### src/hw/sp_config.svh
`ifndef SP_CONFIG_SVH
`define SP_CONFIG_SVH

// depth of the local word memory in 32-bit words.
`define SP_LOCAL_MEM_WORDS 1024

// top address byte that selects the external byte bus window.
`define SP_EXT_REGION 8'h80

// width of the byte address driven on the external bus.
`define SP_EXT_ADDR_WIDTH 24

`endif

### src/hw/sp_pkg.sv
`include "sp_config.svh"

package sp_pkg;

   typedef logic [31:0] sp_word_t;   // data word on the core side.
   typedef logic [31:0] sp_addr_t;   // byte address from the core.
   typedef logic [3:0]  sp_sel_t;    // bit 3 selects the most significant byte.
   typedef logic [7:0]  sp_byte_t;   // data on the external byte bus.

   typedef logic [`SP_EXT_ADDR_WIDTH-1:0] sp_ext_addr_t;

   // the bridge runs its beats in bridge_beat and acknowledges in bridge_done.
   typedef enum logic [1:0] {
      bridge_idle,
      bridge_beat,
      bridge_done
   } bridge_state_t;

endpackage

### src/hw/sp_data_fabric.sv
`timescale 1ns/1ps

`include "sp_config.svh"

module sp_data_fabric (
   input  logic             clk,
   input  logic             rst_i,
   input  sp_pkg::sp_addr_t d_adr_i,
   input  logic             d_stb_i,
   input  logic             d_cyc_i,
   output logic             mem_stb_o,
   output logic             ext_stb_o,
   output logic             ext_cyc_o,
   input  logic             mem_ack_i,
   input  sp_pkg::sp_word_t mem_dat_i,
   input  logic             ext_ack_i,
   input  sp_pkg::sp_word_t ext_dat_i,
   output logic             d_ack_o,
   output logic             d_err_o,
   output sp_pkg::sp_word_t d_dat_o
);

   logic mem_hit;
   logic ext_hit;
   logic req;
   logic err_q;

   assign mem_hit = !d_adr_i[31];   // low half of the address space.
   assign ext_hit = (d_adr_i[31:24] == `SP_EXT_REGION);
   assign req     = d_stb_i && d_cyc_i;

   assign mem_stb_o = req && mem_hit;
   assign ext_stb_o = req && ext_hit;
   assign ext_cyc_o = d_cyc_i && ext_hit;

   assign d_ack_o = mem_ack_i || ext_ack_i;
   assign d_dat_o = ext_ack_i ? ext_dat_i : mem_dat_i;
   assign d_err_o = err_q;

   // unmapped strobes get a single error pulse so the core never stalls.
   always_ff @(posedge clk) begin
      if (rst_i) begin
         err_q <= 1'b0;
      end else begin
         err_q <= req && !mem_hit && !ext_hit && !err_q;
      end
   end

   a_one_target : assert property (@(posedge clk) disable iff (rst_i)
      !(mem_stb_o && ext_stb_o));

endmodule

### config.mk
export PLATFORM = sky130hd
export DESIGN_NAME = sp_data_fabric
export DESIGN_NICKNAME = d
export VERILOG_FILES = /design/src/hw/sp_pkg.sv /design/src/hw/sp_data_fabric.sv
export VERILOG_INCLUDE_DIRS = /design/src /design/src/hw
export SDC_FILE = /design/constraint.sdc
export NUM_CORES = 1
export LEC_CHECK = 0
export BUFFER_PORTS_ARGS = -buffer_cell sky130_fd_sc_hd__buf_2
export CORE_AREA = 2 2 53 55
export DETAILED_ROUTE_END_ITERATION = 12
export DIE_AREA = 0 0 55 57
export PLACE_DENSITY_LB_ADDON = 0.05
export SLEW_MARGIN = 20
export SYNTH_ARGS = -nofsm -noshare
export SYNTH_HDL_FRONTEND = slang
export SYNTH_SLANG_ARGS = --single-unit
### constraint.sdc
create_clock -name clk -period 1.1 [get_ports clk]
set_input_delay 0 -clock clk [delete_from_list [all_inputs] [get_ports clk]]
set_output_delay 0 -clock clk [all_outputs]
set_load 0.02 [all_outputs]
# [After elaboration in Yosys (flattened, before gate mapping)]
# Cells that the tools add are included.
[op_classes] reduce_logical=11 n_eq_ne=1 mux=1
[ops] operator="32-bit 2-to-1 mux" n=1
[ops] operator="8-bit == test, second input constant" n=1
[ops] operator="1-bit logical AND" n=7
[ops] operator="1-bit logical NOT" n=3
[ops] operator="1-bit logical OR" n=1
[totals] wordCells=14 input_bits=102 reg_bits=1 output_inout_bits=37

# [Logic depth before layout (Yosys ltp)]
[logic_depth] depth_word=4 depth_mapped=3 ltp_nobuf=2

# [Worst setup path after synthesis]
# No wires, ideal clock.
[synth_path] path_kind="input -> output" startpoint="in d_adr_i[26]" endpoint="out ext_cyc_o" stages=2 setup_slack_ns=0.062 path_buffers=0 required_ns=1.100 t_arrival_ns=1.038 path_cell_list="or4_4 -> nor3_1"
[synth_via] elab_chain_cells=2
[synth_rtl] element="start: declaration" line_no="sp_data_fabric.sv:8" text="input sp_pkg::sp_addr_t d_adr_i,"
[synth_rtl] element="8-bit == test (no source line)"
[synth_rtl] element="1-bit logical AND" line_no="sp_data_fabric.sv:34" text="assign ext_cyc_o = d_cyc_i && ext_hit;"
[synth_rtl] element="end: declaration" line_no="sp_data_fabric.sv:13" text="output logic ext_cyc_o,"
# No other way between the ends.

# [Worst setup path in the final report]
[layout_path] startpoint="in d_adr_i[26]" endpoint="out ext_stb_o"
[layout_via] elab_chain_cells=2
[layout_rtl] element="8-bit == test (no source line)"
[layout_rtl] element="1-bit logical AND" line_no="sp_data_fabric.sv:33" text="assign ext_stb_o = req && ext_hit;"
[layout_rtl] element="end: declaration" line_no="sp_data_fabric.sv:12" text="output logic ext_stb_o,"
# No other way between the ends.

==> results.tsv <==
metric	value	unit
Initial Util	18.1	%
cts repair resizes	0	
Peak supply drop	0.325	mV
startpoint types	input port	
HP Start	d_adr_i[31]	
final clock period utilization by the worst path	89.7	%
pwr dens	489	mW/mm^2
drt first pass iters	4	
synthesized area	473	sq um
largest net degree at the start of global routing	34	
max-slew violations	0	
die area	0.00314	sq mm
vias in the first global route	675	
via density per instance	4.17	
max incr delay on CP	0.53	ns
delay-heaviest family, CP	simple AND/OR/NAND/NOR gates	
# diodes	0	
core area	0.00262	sq mm
detailed placer's ending HPWL	2.17	mm
total track usage	12.7	%
CP cell instances	buf_2, or4_4, nor3_1, buf_2	
critical-path maximum fanout	3	
crit end category	output pin	
dpl cell area	0.00108	sq mm
Final nets	262	
First DRT Iteration DRCs	16	
sw frac	45.3	%
Slew @ Worst Pin	0.224	ns
maximum clock rate	1010	MHz
Hold WC Path Type	input port to flop	
Bufs and invs on worst path	2	
synth warn	0	
commonest cells after routing, fill and taps aside	buf_2, mux2_2, mux2_1	
clock-pin slew on the worst setup and hold paths	0	ns
crit path launch	d_adr_i[26]	
dpl ws	0.107	ns
Syn Nets	149	
first-pass GRT wire length	3.01	mm
max cap viols	0	
Synth cell types	13	
share of total power in sequential cells	7.3	%
Post-CTS Setup Bufs	0	
Final Hold Viols	0	
routed wire length	2.43	mm
Tot Pwr	529	uW
leakage	0.000629	uW
RR Startpoint	d_err_o$_SDFF_PP0_	
Setup CP Type	input port to output pin	
combinational power share	92.7	%
Clock Skews	0	ns
setup TNS	0	ns
die width	55	um
NetSw	240	uW
design internal power	289	uW
I/O Pins	139	
Worst Path Arrival	0.99	ns
Placer Congestion	0.688	
slew margin rel.	84.9	%
Skew-Pair Late Insertion Delay	0	ns
share of layout cells above drive strength 1	91.8	%
mean post-synth cell area	10.1	sq um
Worst Hold Path EP	d_err_o$_SDFF_PP0_	
gr ovfl total	0	
synthesis-stage register bit count	1	
commonest non-fill, non-tap cell in the layout	buf_2	
Min-Delay Path Depth	2	
final worst path period need	0.987	ns
status	finished, final reports clean	
die height	57	um
Layout fillers	286	
# rows	19	
Critical Path RT	1.10	ns
Seq/Total Area, Yosys	4.23	%
RSZ-0062 raised after global routing	no	
Critical R2R Capture	d_err_o$_SDFF_PP0_	
clock share of power	0	%
post-route antenna net violation count	0	
via count	789	
hold buffers post-CTS	0	
R2R depth	2	
Design Area, Final	0.00108	sq mm
DRC violations left	0	
synthesized instance count	47	
Layout Area Growth over Synthesis	129	%
routed length per instance	12.9	um
Setup WS post-layout	0.113	ns
max reg flops	1	
Most common cell on crit path	buf_2	
I/O Buffers	114	
slowest stage cell, crit path	or4_4	
initial antenna violation count	0	
final setup fails	0	
Worst R2R Setup Slack	0.31	ns
stage by stage:
step | util, % | hold slack, ns | cells
after floorplan | - | 0.0798 | 47
after global placement | 41.4 | 0.267 | 189
after detailed placement | 41.4 | 0.263 | 189
after CTS | 41.4 | 0.264 | 189
after global routing | 41.4 | 0.292 | 189
final | 41.4 | 0.260 | 189
how the worst max path moves through the flow:
stage,end,slack [ns],cells after the start
finish,ext_stb_o,0.11,4
global route,ext_cyc_o,0.06,4
CTS,ext_stb_o,0.10,4
detailed placement,ext_stb_o,0.11,4
global placement,ext_cyc_o,0.11,4
floorplan,ext_cyc_o,0.06,2
cell families (layout without fill, tap and decap cells):
logic type | Yosys count | after routing | share of synthesized area (%)
simple gates | 8 | 8 | 12.4
compound gates | 1 | 1 | 2.12
mux | 32 | 32 | 76.2
buf+inv | 5 | 116 | 5.03
flops | 1 | 1 | 4.23
Yosys cell counts, drive strengths merged:
master	instances	area share [%]
mux2	32	76
buf	4	4.2
nor3	2	2.1
dfxtp	1	4.2
inv	1	0.79
nand2	1	0.79
nor2	1	0.79
nor4bb	1	2.1
o211a	1	2.1
or2	1	1.3
or4	1	2.4
or4b	1	2.9
metal layers:
metal,track usage (%),routed length [um]
met2,26.0,1260
met5,0,0
met3,1.31,297
met4,0,0
met1,14.0,872
power by group through the flow:
stage,combinational [uW],clock [uW],sequential [uW]
global placement,490,0,38.4
finish,491,0,38.5
floorplan,265,0,39.7
detailed placement,495,0,38.4
global route,529,0,38.7
CTS,496,0,38.4
final cells by class:
class | count | area (sq um) | area share [%]
repair buffers | 115 | 591 | 54.6
inverters | 1 | 3.75 | 0.347
multi-input cells | 41 | 429 | 39.7
flip-flops and latches | 1 | 20.0 | 1.85
well taps | 31 | 38.8 | 3.58
Power figures use the tool's default switching activity.
