<file path="src/hw/sp_config.svh">
`ifndef SP_CONFIG_SVH
`define SP_CONFIG_SVH

// depth of the local word memory in 32-bit words.
`define SP_LOCAL_MEM_WORDS 1024

// top address byte that selects the external byte bus window.
`define SP_EXT_REGION 8'h80

// width of the byte address driven on the external bus.
`define SP_EXT_ADDR_WIDTH 24

`endif

</file>
<file path="src/hw/sp_pkg.sv">
`include "sp_config.svh"

package sp_pkg;

   typedef logic [31:0] sp_word_t;   // data word on the core side.
   typedef logic [31:0] sp_addr_t;   // byte address from the core.
   typedef logic [3:0]  sp_sel_t;    // bit 3 selects the most significant byte.
   typedef logic [7:0]  sp_byte_t;   // data on the external byte bus.

   typedef logic [`SP_EXT_ADDR_WIDTH-1:0] sp_ext_addr_t;

   // the bridge runs its beats in bridge_beat and acknowledges in bridge_done.
   typedef enum logic [1:0] {
      bridge_idle,
      bridge_beat,
      bridge_done
   } bridge_state_t;

endpackage

</file>
<file path="src/hw/sp_byte_bridge.sv">
`timescale 1ns/1ps

`include "sp_config.svh"

module sp_byte_bridge (
   input  logic                 clk,
   input  logic                 rst_i,
   input  sp_pkg::sp_addr_t     adr_i,
   input  sp_pkg::sp_word_t     dat_i,
   input  sp_pkg::sp_sel_t      sel_i,
   input  logic                 we_i,
   input  logic                 stb_i,
   input  logic                 cyc_i,
   output sp_pkg::sp_word_t     dat_o,
   output logic                 ack_o,
   output sp_pkg::sp_ext_addr_t wb_adr_o,
   output sp_pkg::sp_byte_t     wb_dat_o,
   output logic                 wb_sel_o,
   output logic                 wb_we_o,
   output logic                 wb_stb_o,
   output logic                 wb_cyc_o,
   input  sp_pkg::sp_byte_t     wb_dat_i,
   input  logic                 wb_ack_i
);

   sp_pkg::bridge_state_t state;
   logic [1:0]            beat_cnt;
   logic [1:0]            lane;
   sp_pkg::sp_word_t      rd_word;
   logic                  beat_end;

   // beat 0 carries the most significant byte, so the lane counts down.
   assign lane = 2'd3 - beat_cnt;

   assign beat_end = (state == sp_pkg::bridge_beat) && wb_ack_i;

   assign wb_adr_o = {adr_i[`SP_EXT_ADDR_WIDTH-1:2], beat_cnt};
   assign wb_dat_o = dat_i[{lane, 3'b000} +: 8];
   assign wb_sel_o = sel_i[lane];
   assign wb_stb_o = (state == sp_pkg::bridge_beat);
   assign wb_cyc_o = cyc_i && (state != sp_pkg::bridge_idle);
   assign wb_we_o  = we_i && wb_cyc_o;

   assign ack_o = (state == sp_pkg::bridge_done);   // one cycle after the last beat.
   assign dat_o = rd_word;

   always_ff @(posedge clk) begin
      if (rst_i) begin
         state    <= sp_pkg::bridge_idle;
         beat_cnt <= 2'd0;
      end else begin
         case (state)
            sp_pkg::bridge_idle: begin
               if (stb_i && cyc_i) begin
                  state    <= sp_pkg::bridge_beat;
                  beat_cnt <= 2'd0;
               end
            end
            sp_pkg::bridge_beat: begin
               if (wb_ack_i) begin
                  if (beat_cnt == 2'd3) begin
                     state <= sp_pkg::bridge_done;
                  end
                  beat_cnt <= beat_cnt + 2'd1;   // wraps back to 0 after beat 3.
               end
            end
            sp_pkg::bridge_done: begin
               state <= sp_pkg::bridge_idle;   // the core drops stb after its ack.
            end
            default: begin
               state <= sp_pkg::bridge_idle;
            end
         endcase
      end
   end

   // first byte read lands in the top lane after four shifts.
   always_ff @(posedge clk) begin
      if (beat_end) begin
         rd_word <= {rd_word[23:0], wb_dat_i};
      end
   end

   a_stb_in_cyc : assert property (@(posedge clk) disable iff (rst_i)
      wb_stb_o |-> wb_cyc_o);

   // the core must hold its address while a beat waits on the device.
   a_adr_stable : assert property (@(posedge clk) disable iff (rst_i)
      wb_stb_o && !wb_ack_i |=> $stable(wb_adr_o));

endmodule

</file>
<file path="config.mk">
export PLATFORM = sky130hd
export DESIGN_NAME = sp_byte_bridge
export DESIGN_NICKNAME = d
export VERILOG_FILES = /design/src/hw/sp_pkg.sv /design/src/hw/sp_byte_bridge.sv
export VERILOG_INCLUDE_DIRS = /design/src /design/src/hw
export SDC_FILE = /design/constraint.sdc
export NUM_CORES = 1
export LEC_CHECK = 0
export BUFFER_PORTS_ARGS = -buffer_cell sky130_fd_sc_hd__buf_2
export CAP_MARGIN = 20
export CORE_MARGIN = 2
export CORE_UTILIZATION = 39
export DETAILED_ROUTE_END_ITERATION = 10
export PLACE_DENSITY = 0.95
export SLEW_MARGIN = 20
export SYNTH_ARGS = -nofsm -noshare
export SYNTH_HDL_FRONTEND = slang
export SYNTH_SLANG_ARGS = --single-unit
export TNS_END_PERCENT = 10
</file>
<file path="constraint.sdc">
create_clock -name clk -period 3.2 [get_ports clk]
set_input_delay 0 -clock clk [delete_from_list [all_inputs] [get_ports clk]]
set_output_delay 0 -clock clk [all_outputs]
set_load 0.005 [all_outputs]
</file>
Yosys cells after proc, flatten, opt, wreduce, memory -nomap -nowiden
Index checks and enable logic that the tools add are counted.
- output and inout port bits: 69
- register bits: 36
- input bits: 82
- word-level logic and storage cells: 31
- equal/unequal tests: 6
- mux-type cells: 9
- shifts and indexed selects: 1
- reductions and logical operators: 9
- add/subtract/negate cells: 2
- $lt $le $gt $ge: 1
- operator list (cell ; count):
    32-bit by 6-bit variable part select with 8-bit output ; 1
    2-bit 2-to-1 mux ; 5
    2-bit one-hot mux with 2 select lines ; 2
    3-bit AND reduction ; 2
    2-bit equality test, second input constant ; 2
    1-bit logical AND ; 4
    2-bit by 1-bit inequality test with 1-bit output, second input constant ; 2
    2-bit nonzero test ; 2
    2-bit by 3-bit less-than comparator with 1-bit output, second input constant ; 1
    2-bit by 1-bit adder with 2-bit output, second input constant ; 1
    1-bit binary-select mux with 2-bit select ; 1
    2-bit by 1-bit equality test with 1-bit output, second input constant ; 1
    2-bit zero test ; 1
    2-bit inequality test, second input constant ; 1
    2-bit subtractor, first input constant ; 1
    1-bit 2-to-1 mux ; 1

Longest topological paths before layout
- word-level depth: 4
- depth in mapped cells: 4

Worst setup path before layout
Ideal clock, no wire load.
- kind: register -> register
- start: reg state[1]
- end: reg rd_word[0] (netlist: dat_o[0]) (enable)
- cell stages (with the launch flop): 3
- library setup time: 387 ps
- path slack: 1589 ps
- buffers on the path: 0
- clock period less this slack: 1611 ps
- required time: 2813 ps
- data arrival time: 1224 ps
- path through: dfxtp_1 -> nand3b_1 -> inv_1
- cells in the longest elaborated chain, start to end: 2
- RTL lines (what ; RTL line ; source):
    start, declared ; sp_byte_bridge.sv:26 ; sp_pkg::bridge_state_t state;
    start signal, assigned ; sp_byte_bridge.sv:49 ; state <= sp_pkg::bridge_idle;
    start signal, assigned ; sp_byte_bridge.sv:55 ; state <= sp_pkg::bridge_beat;
    start signal, assigned ; sp_byte_bridge.sv:62 ; state <= sp_pkg::bridge_done;
    2-bit by 1-bit equality test with 1-bit output ; sp_byte_bridge.sv:35 ; assign beat_end = (state == sp_pkg::bridge_beat) && wb_ack_i;
    1-bit logical AND ; sp_byte_bridge.sv:35 ;
    named net beat_end ; sp_byte_bridge.sv:30 ; logic beat_end;
    end signal, assigned ; sp_byte_bridge.sv:80 ; rd_word <= {rd_word[23:0], wb_dat_i};
    end, declared ; sp_byte_bridge.sv:29 ; sp_pkg::sp_word_t rd_word;
The timed path passes the listed nets, and every way through them passes these cells.
A chain may end at the register's enable or synchronous reset.

Worst setup path after layout
- start: reg beat_cnt[0]
- end: out wb_dat_o[4]
- cells in the longest elaborated chain, start to end: 2
- RTL lines (what ; RTL line ; source):
    start, declared ; sp_byte_bridge.sv:27 ; logic [1:0] beat_cnt;
    start signal, assigned ; sp_byte_bridge.sv:64 ; beat_cnt <= beat_cnt + 2'd1;
    2-bit subtractor ; sp_byte_bridge.sv:33 ; assign lane = 2'd3 - beat_cnt;
    32-bit by 6-bit variable part select with 8-bit output ; sp_byte_bridge.sv:38 ; assign wb_dat_o = dat_i[{lane, 3'b000} +: 8];
    end, declared ; sp_byte_bridge.sv:17 ; output sp_pkg::sp_byte_t wb_dat_o,
Every way passes these cells.

==> results.sh <==
export IMPL_yosys_warnings=0
export IMPL_drv_cap=0
export IMPL_routed_wl_met3_um=273
export IMPL_diodes=0
export IMPL_die_width_um=67.0
export IMPL_placeableCoreArea_sq_um=3740
export IMPL_antenna_found_initial=0
export IMPL_clkPwrFrac=0.340
export IMPL_cts_htree_levels=2
export IMPL_power_sequential_fraction=0.563
export IMPL_hold_slack_ns=0.00000226
export IMPL_cp_max_fo=13
export IMPL_synth_sequential_area_ratio=0.673
export IMPL_report_power_total_mw=0.948
export IMPL_power_per_cell_area_nw_per_um2=452
export IMPL_cts_clk_slew_worst_paths_ns=0.07
export IMPL_layout_commonest_cell="sky130_fd_sc_hd__buf_2"
export IMPL_syn2layout_area_growth_pct=35.6
export IMPL_post_route_cells_drive_above_1_share=0.633
export IMPL_timing_final_crit_period_ns=1.80
export IMPL_timing_max_slew_rel_slack=0.552
export IMPL_multi_input_area_sq_um=322
export IMPL_worst_case_vdd_ir_drop_uv=331
export IMPL_vias=1099
export IMPL_rd_place_congestion=0.916
export IMPL_final_critical_path_setup_slack_ns=1.40
export IMPL_insertion_delay_ns=0.28
export IMPL_routed_wl_met2_um=1790
export IMPL_io_buffer_count=96
export IMPL_tritoncts_num_buffers=5
export IMPL_achievable_frequency_ghz=0.557
export IMPL_post_route_drc_count=0
export IMPL_mappedNetlistArea_sq_um=1550
export IMPL_start_util=0.413
export IMPL_rsz0062_at_grt="no"
export IMPL_post_layout_inst_area_sq_um=2100
export IMPL_antenna_left=0
export IMPL_fin_setup_tns_ns=0
export IMPL_hold_viol_final=0
export IMPL_crit_path_start_kind="flip-flop"
export IMPL_dp_slack_ns=1.68
export IMPL_clk_root_buffer_cell="sky130_fd_sc_hd__clkbuf_8"
export IMPL_wirelength_um=3490
export IMPL_drt_first_iter_violations=81
export IMPL_power_switching_mw=0.191
export IMPL_cellInternalPower_mw=0.757
export IMPL_share_comb_of_total_power=0.097
export IMPL_finalSetupViolCount=0
export IMPL_fin_crit_sh=0.561
export IMPL_die_h_um=67.0
export IMPL_grt_pass1_vias=1088
export IMPL_post_drt_wl_per_cell_um=15.5
export IMPL_grt_pass1_wl_um=5250
export IMPL_fill_cells=312
export IMPL_worst_slew_pin_tran_ns=0.670
export IMPL_ctsLongestPathBuffers=2
export IMPL_cp_required_ns=3.20
export IMPL_met1Wirelength_um=1350
export IMPL_i_o_pins=151
export IMPL_grt_start_max_net_pins=33
export IMPL_fraction_of_power_spent_switching_nets=0.201
export IMPL_final_max_slew_violation_count=0
export IMPL_worst_setup_path_end_kind="primary output"
export IMPL_synth_cell_types=20
export IMPL_register_area_sq_um=1040
export IMPL_clock_sinks=36
export IMPL_postSynthCellCount=87
export IMPL_timing_clock_skew_ns=0.0104
export IMPL_most_common_layout_cells="sky130_fd_sc_hd__buf_2 (96), sky130_fd_sc_hd__edfxtp_1 (32), sky130_fd_sc_hd__dlygate4sd3_1 (9)"
export IMPL_synth_area_per_cell_sq_um=17.8
export IMPL_ys_ff_latch=36
export IMPL_dr_pass1_iters=4
export IMPL_grtUsageTotal=0.167
export IMPL_leakage_nw=0.899
export IMPL_critical_path_class="reg2out"
export IMPL_number_of_nets_in_the_synthesized_netlist=170
export IMPL_grt_overflow_total=0
export IMPL_detailedPlacementHpwl_um=2650
export IMPL_die_area_sq_um=4490
export IMPL_hp_class="in2out"
export IMPL_num_nets_final=259
export IMPL_floorplan_rows=22
export IMPL_top_layer="met4"
export IMPL_tritoncts="done"
export IMPL_cp_arrival_ns=1.80
export IMPL_result_of_the_run="completed"
export IMPL_post_dp_cell_area_sq_um=1910
export IMPL_drt_vias_per_instance=4.88
## routing by layer
| layer | global-route usage | vias to the layer above |
|---|---|---|
| met2 | 0.275 | 67 |
| met1 | 0.187 | 524 |
| met3 | 0.0591 | 12 |
| met4 | 0.0944 | 0 |
| li1 | - | 496 |
| met5 | 0 | - |
## synthesized netlist by cell type
| master | count | area [sq um] |
|---|---|---|
| sky130_fd_sc_hd__edfxtp_1 | 32 | 961 |
| sky130_fd_sc_hd__buf_4 | 22 | 165 |
| sky130_fd_sc_hd__mux4_2 | 8 | 180 |
| sky130_fd_sc_hd__dfxtp_1 | 4 | 80.1 |
| sky130_fd_sc_hd__nor2b_1 | 3 | 18.8 |
| sky130_fd_sc_hd__a21oi_1 | 2 | 10.0 |
| sky130_fd_sc_hd__nand2_1 | 2 | 7.51 |
| sky130_fd_sc_hd__o311ai_0 | 2 | 17.5 |
| sky130_fd_sc_hd__and2_1 | 1 | 6.26 |
| sky130_fd_sc_hd__and3_1 | 1 | 6.26 |
| sky130_fd_sc_hd__buf_2 | 1 | 5.00 |
| sky130_fd_sc_hd__buf_6 | 1 | 11.3 |
| sky130_fd_sc_hd__ha_1 | 1 | 12.5 |
| sky130_fd_sc_hd__inv_1 | 1 | 3.75 |
| sky130_fd_sc_hd__mux4_1 | 1 | 26.3 |
| sky130_fd_sc_hd__nand3b_1 | 1 | 7.51 |
| sky130_fd_sc_hd__nor3b_1 | 1 | 7.51 |
| sky130_fd_sc_hd__nor4_1 | 1 | 6.26 |
| sky130_fd_sc_hd__o21a_1 | 1 | 7.51 |
| sky130_fd_sc_hd__o31ai_1 | 1 | 7.51 |
## worst paths after layout
path / depth (start not counted) / slack [ns] / startpoint / end
setup reg to reg: 3 / 1.73 / state[0] / dat_o[24]
setup / recovery: 2 / 1.40 / beat_cnt[0] / wb_dat_o[4]
hold / removal: 0 / 0.000002 / adr_i[11] / wb_adr_o[11]
hold reg to reg: 0 / 0.44 / dat_o[23] / dat_o[31]
## power groups by stage
| stage | logic [mW] | clock network (mW) | registers (mW) |
|---|---|---|---|
| 3_3_place_gp | 0.0803 | 0 | 0.543 |
| 4_1_cts | 0.0926 | 0.332 | 0.534 |
| 5_1_grt | 0.100 | 0.356 | 0.535 |
| 3_5_place_dp | 0.0840 | 0 | 0.544 |
| 2_1_floorplan | 0.0528 | 0 | 0.542 |
| 6_report | 0.0924 | 0.322 | 0.533 |
## metrics by stage
step | util | std cells
final | 0.560 | 225
after global routing | 0.560 | 225
after CTS | 0.560 | 225
after detailed placement | 0.511 | 208
after global placement | 0.511 | 208
after floorplan | - | 87
## state kept, by name, summed over array words and instances (netlist names)
| signal | count |
|---|---|
| dat_o | 32 |
| state | 2 |
| beat_cnt | 2 |
## cell families after synthesis
group | synth area share
buffers and inverters | 0.120
adders and majority gates | 0.00808
muxes | 0.133
and+or+nand+nor | 0.0388
DFF | 0.673
AOI/OAI and AO/OA | 0.0275
## area by class of cell
cell class	instances	share of cell area
Clock buffer	7	0.0411
Clock inverter	1	0.00358
Inverter	1	0.00179
Multi-Input combinational cell	26	0.153
Sequential cell	36	0.496
Tap cell	48	0.0286
Timing Repair Buffer	106	0.275
## worst max-delay path: stages (launching register included)
cell	delay, ns
sky130_fd_sc_hd__dfxtp_1	0.75
sky130_fd_sc_hd__mux4_1	0.62
sky130_fd_sc_hd__buf_2	0.15
## what timing repair did
action / CTS / global route
buffers inserted: 0 / 0
endpoints found under the hold margin: 12 / 0
resized for setup: 0 / 0
hold buffers: 9 / 0
Note: power is estimated with default switching activity, not from simulation.
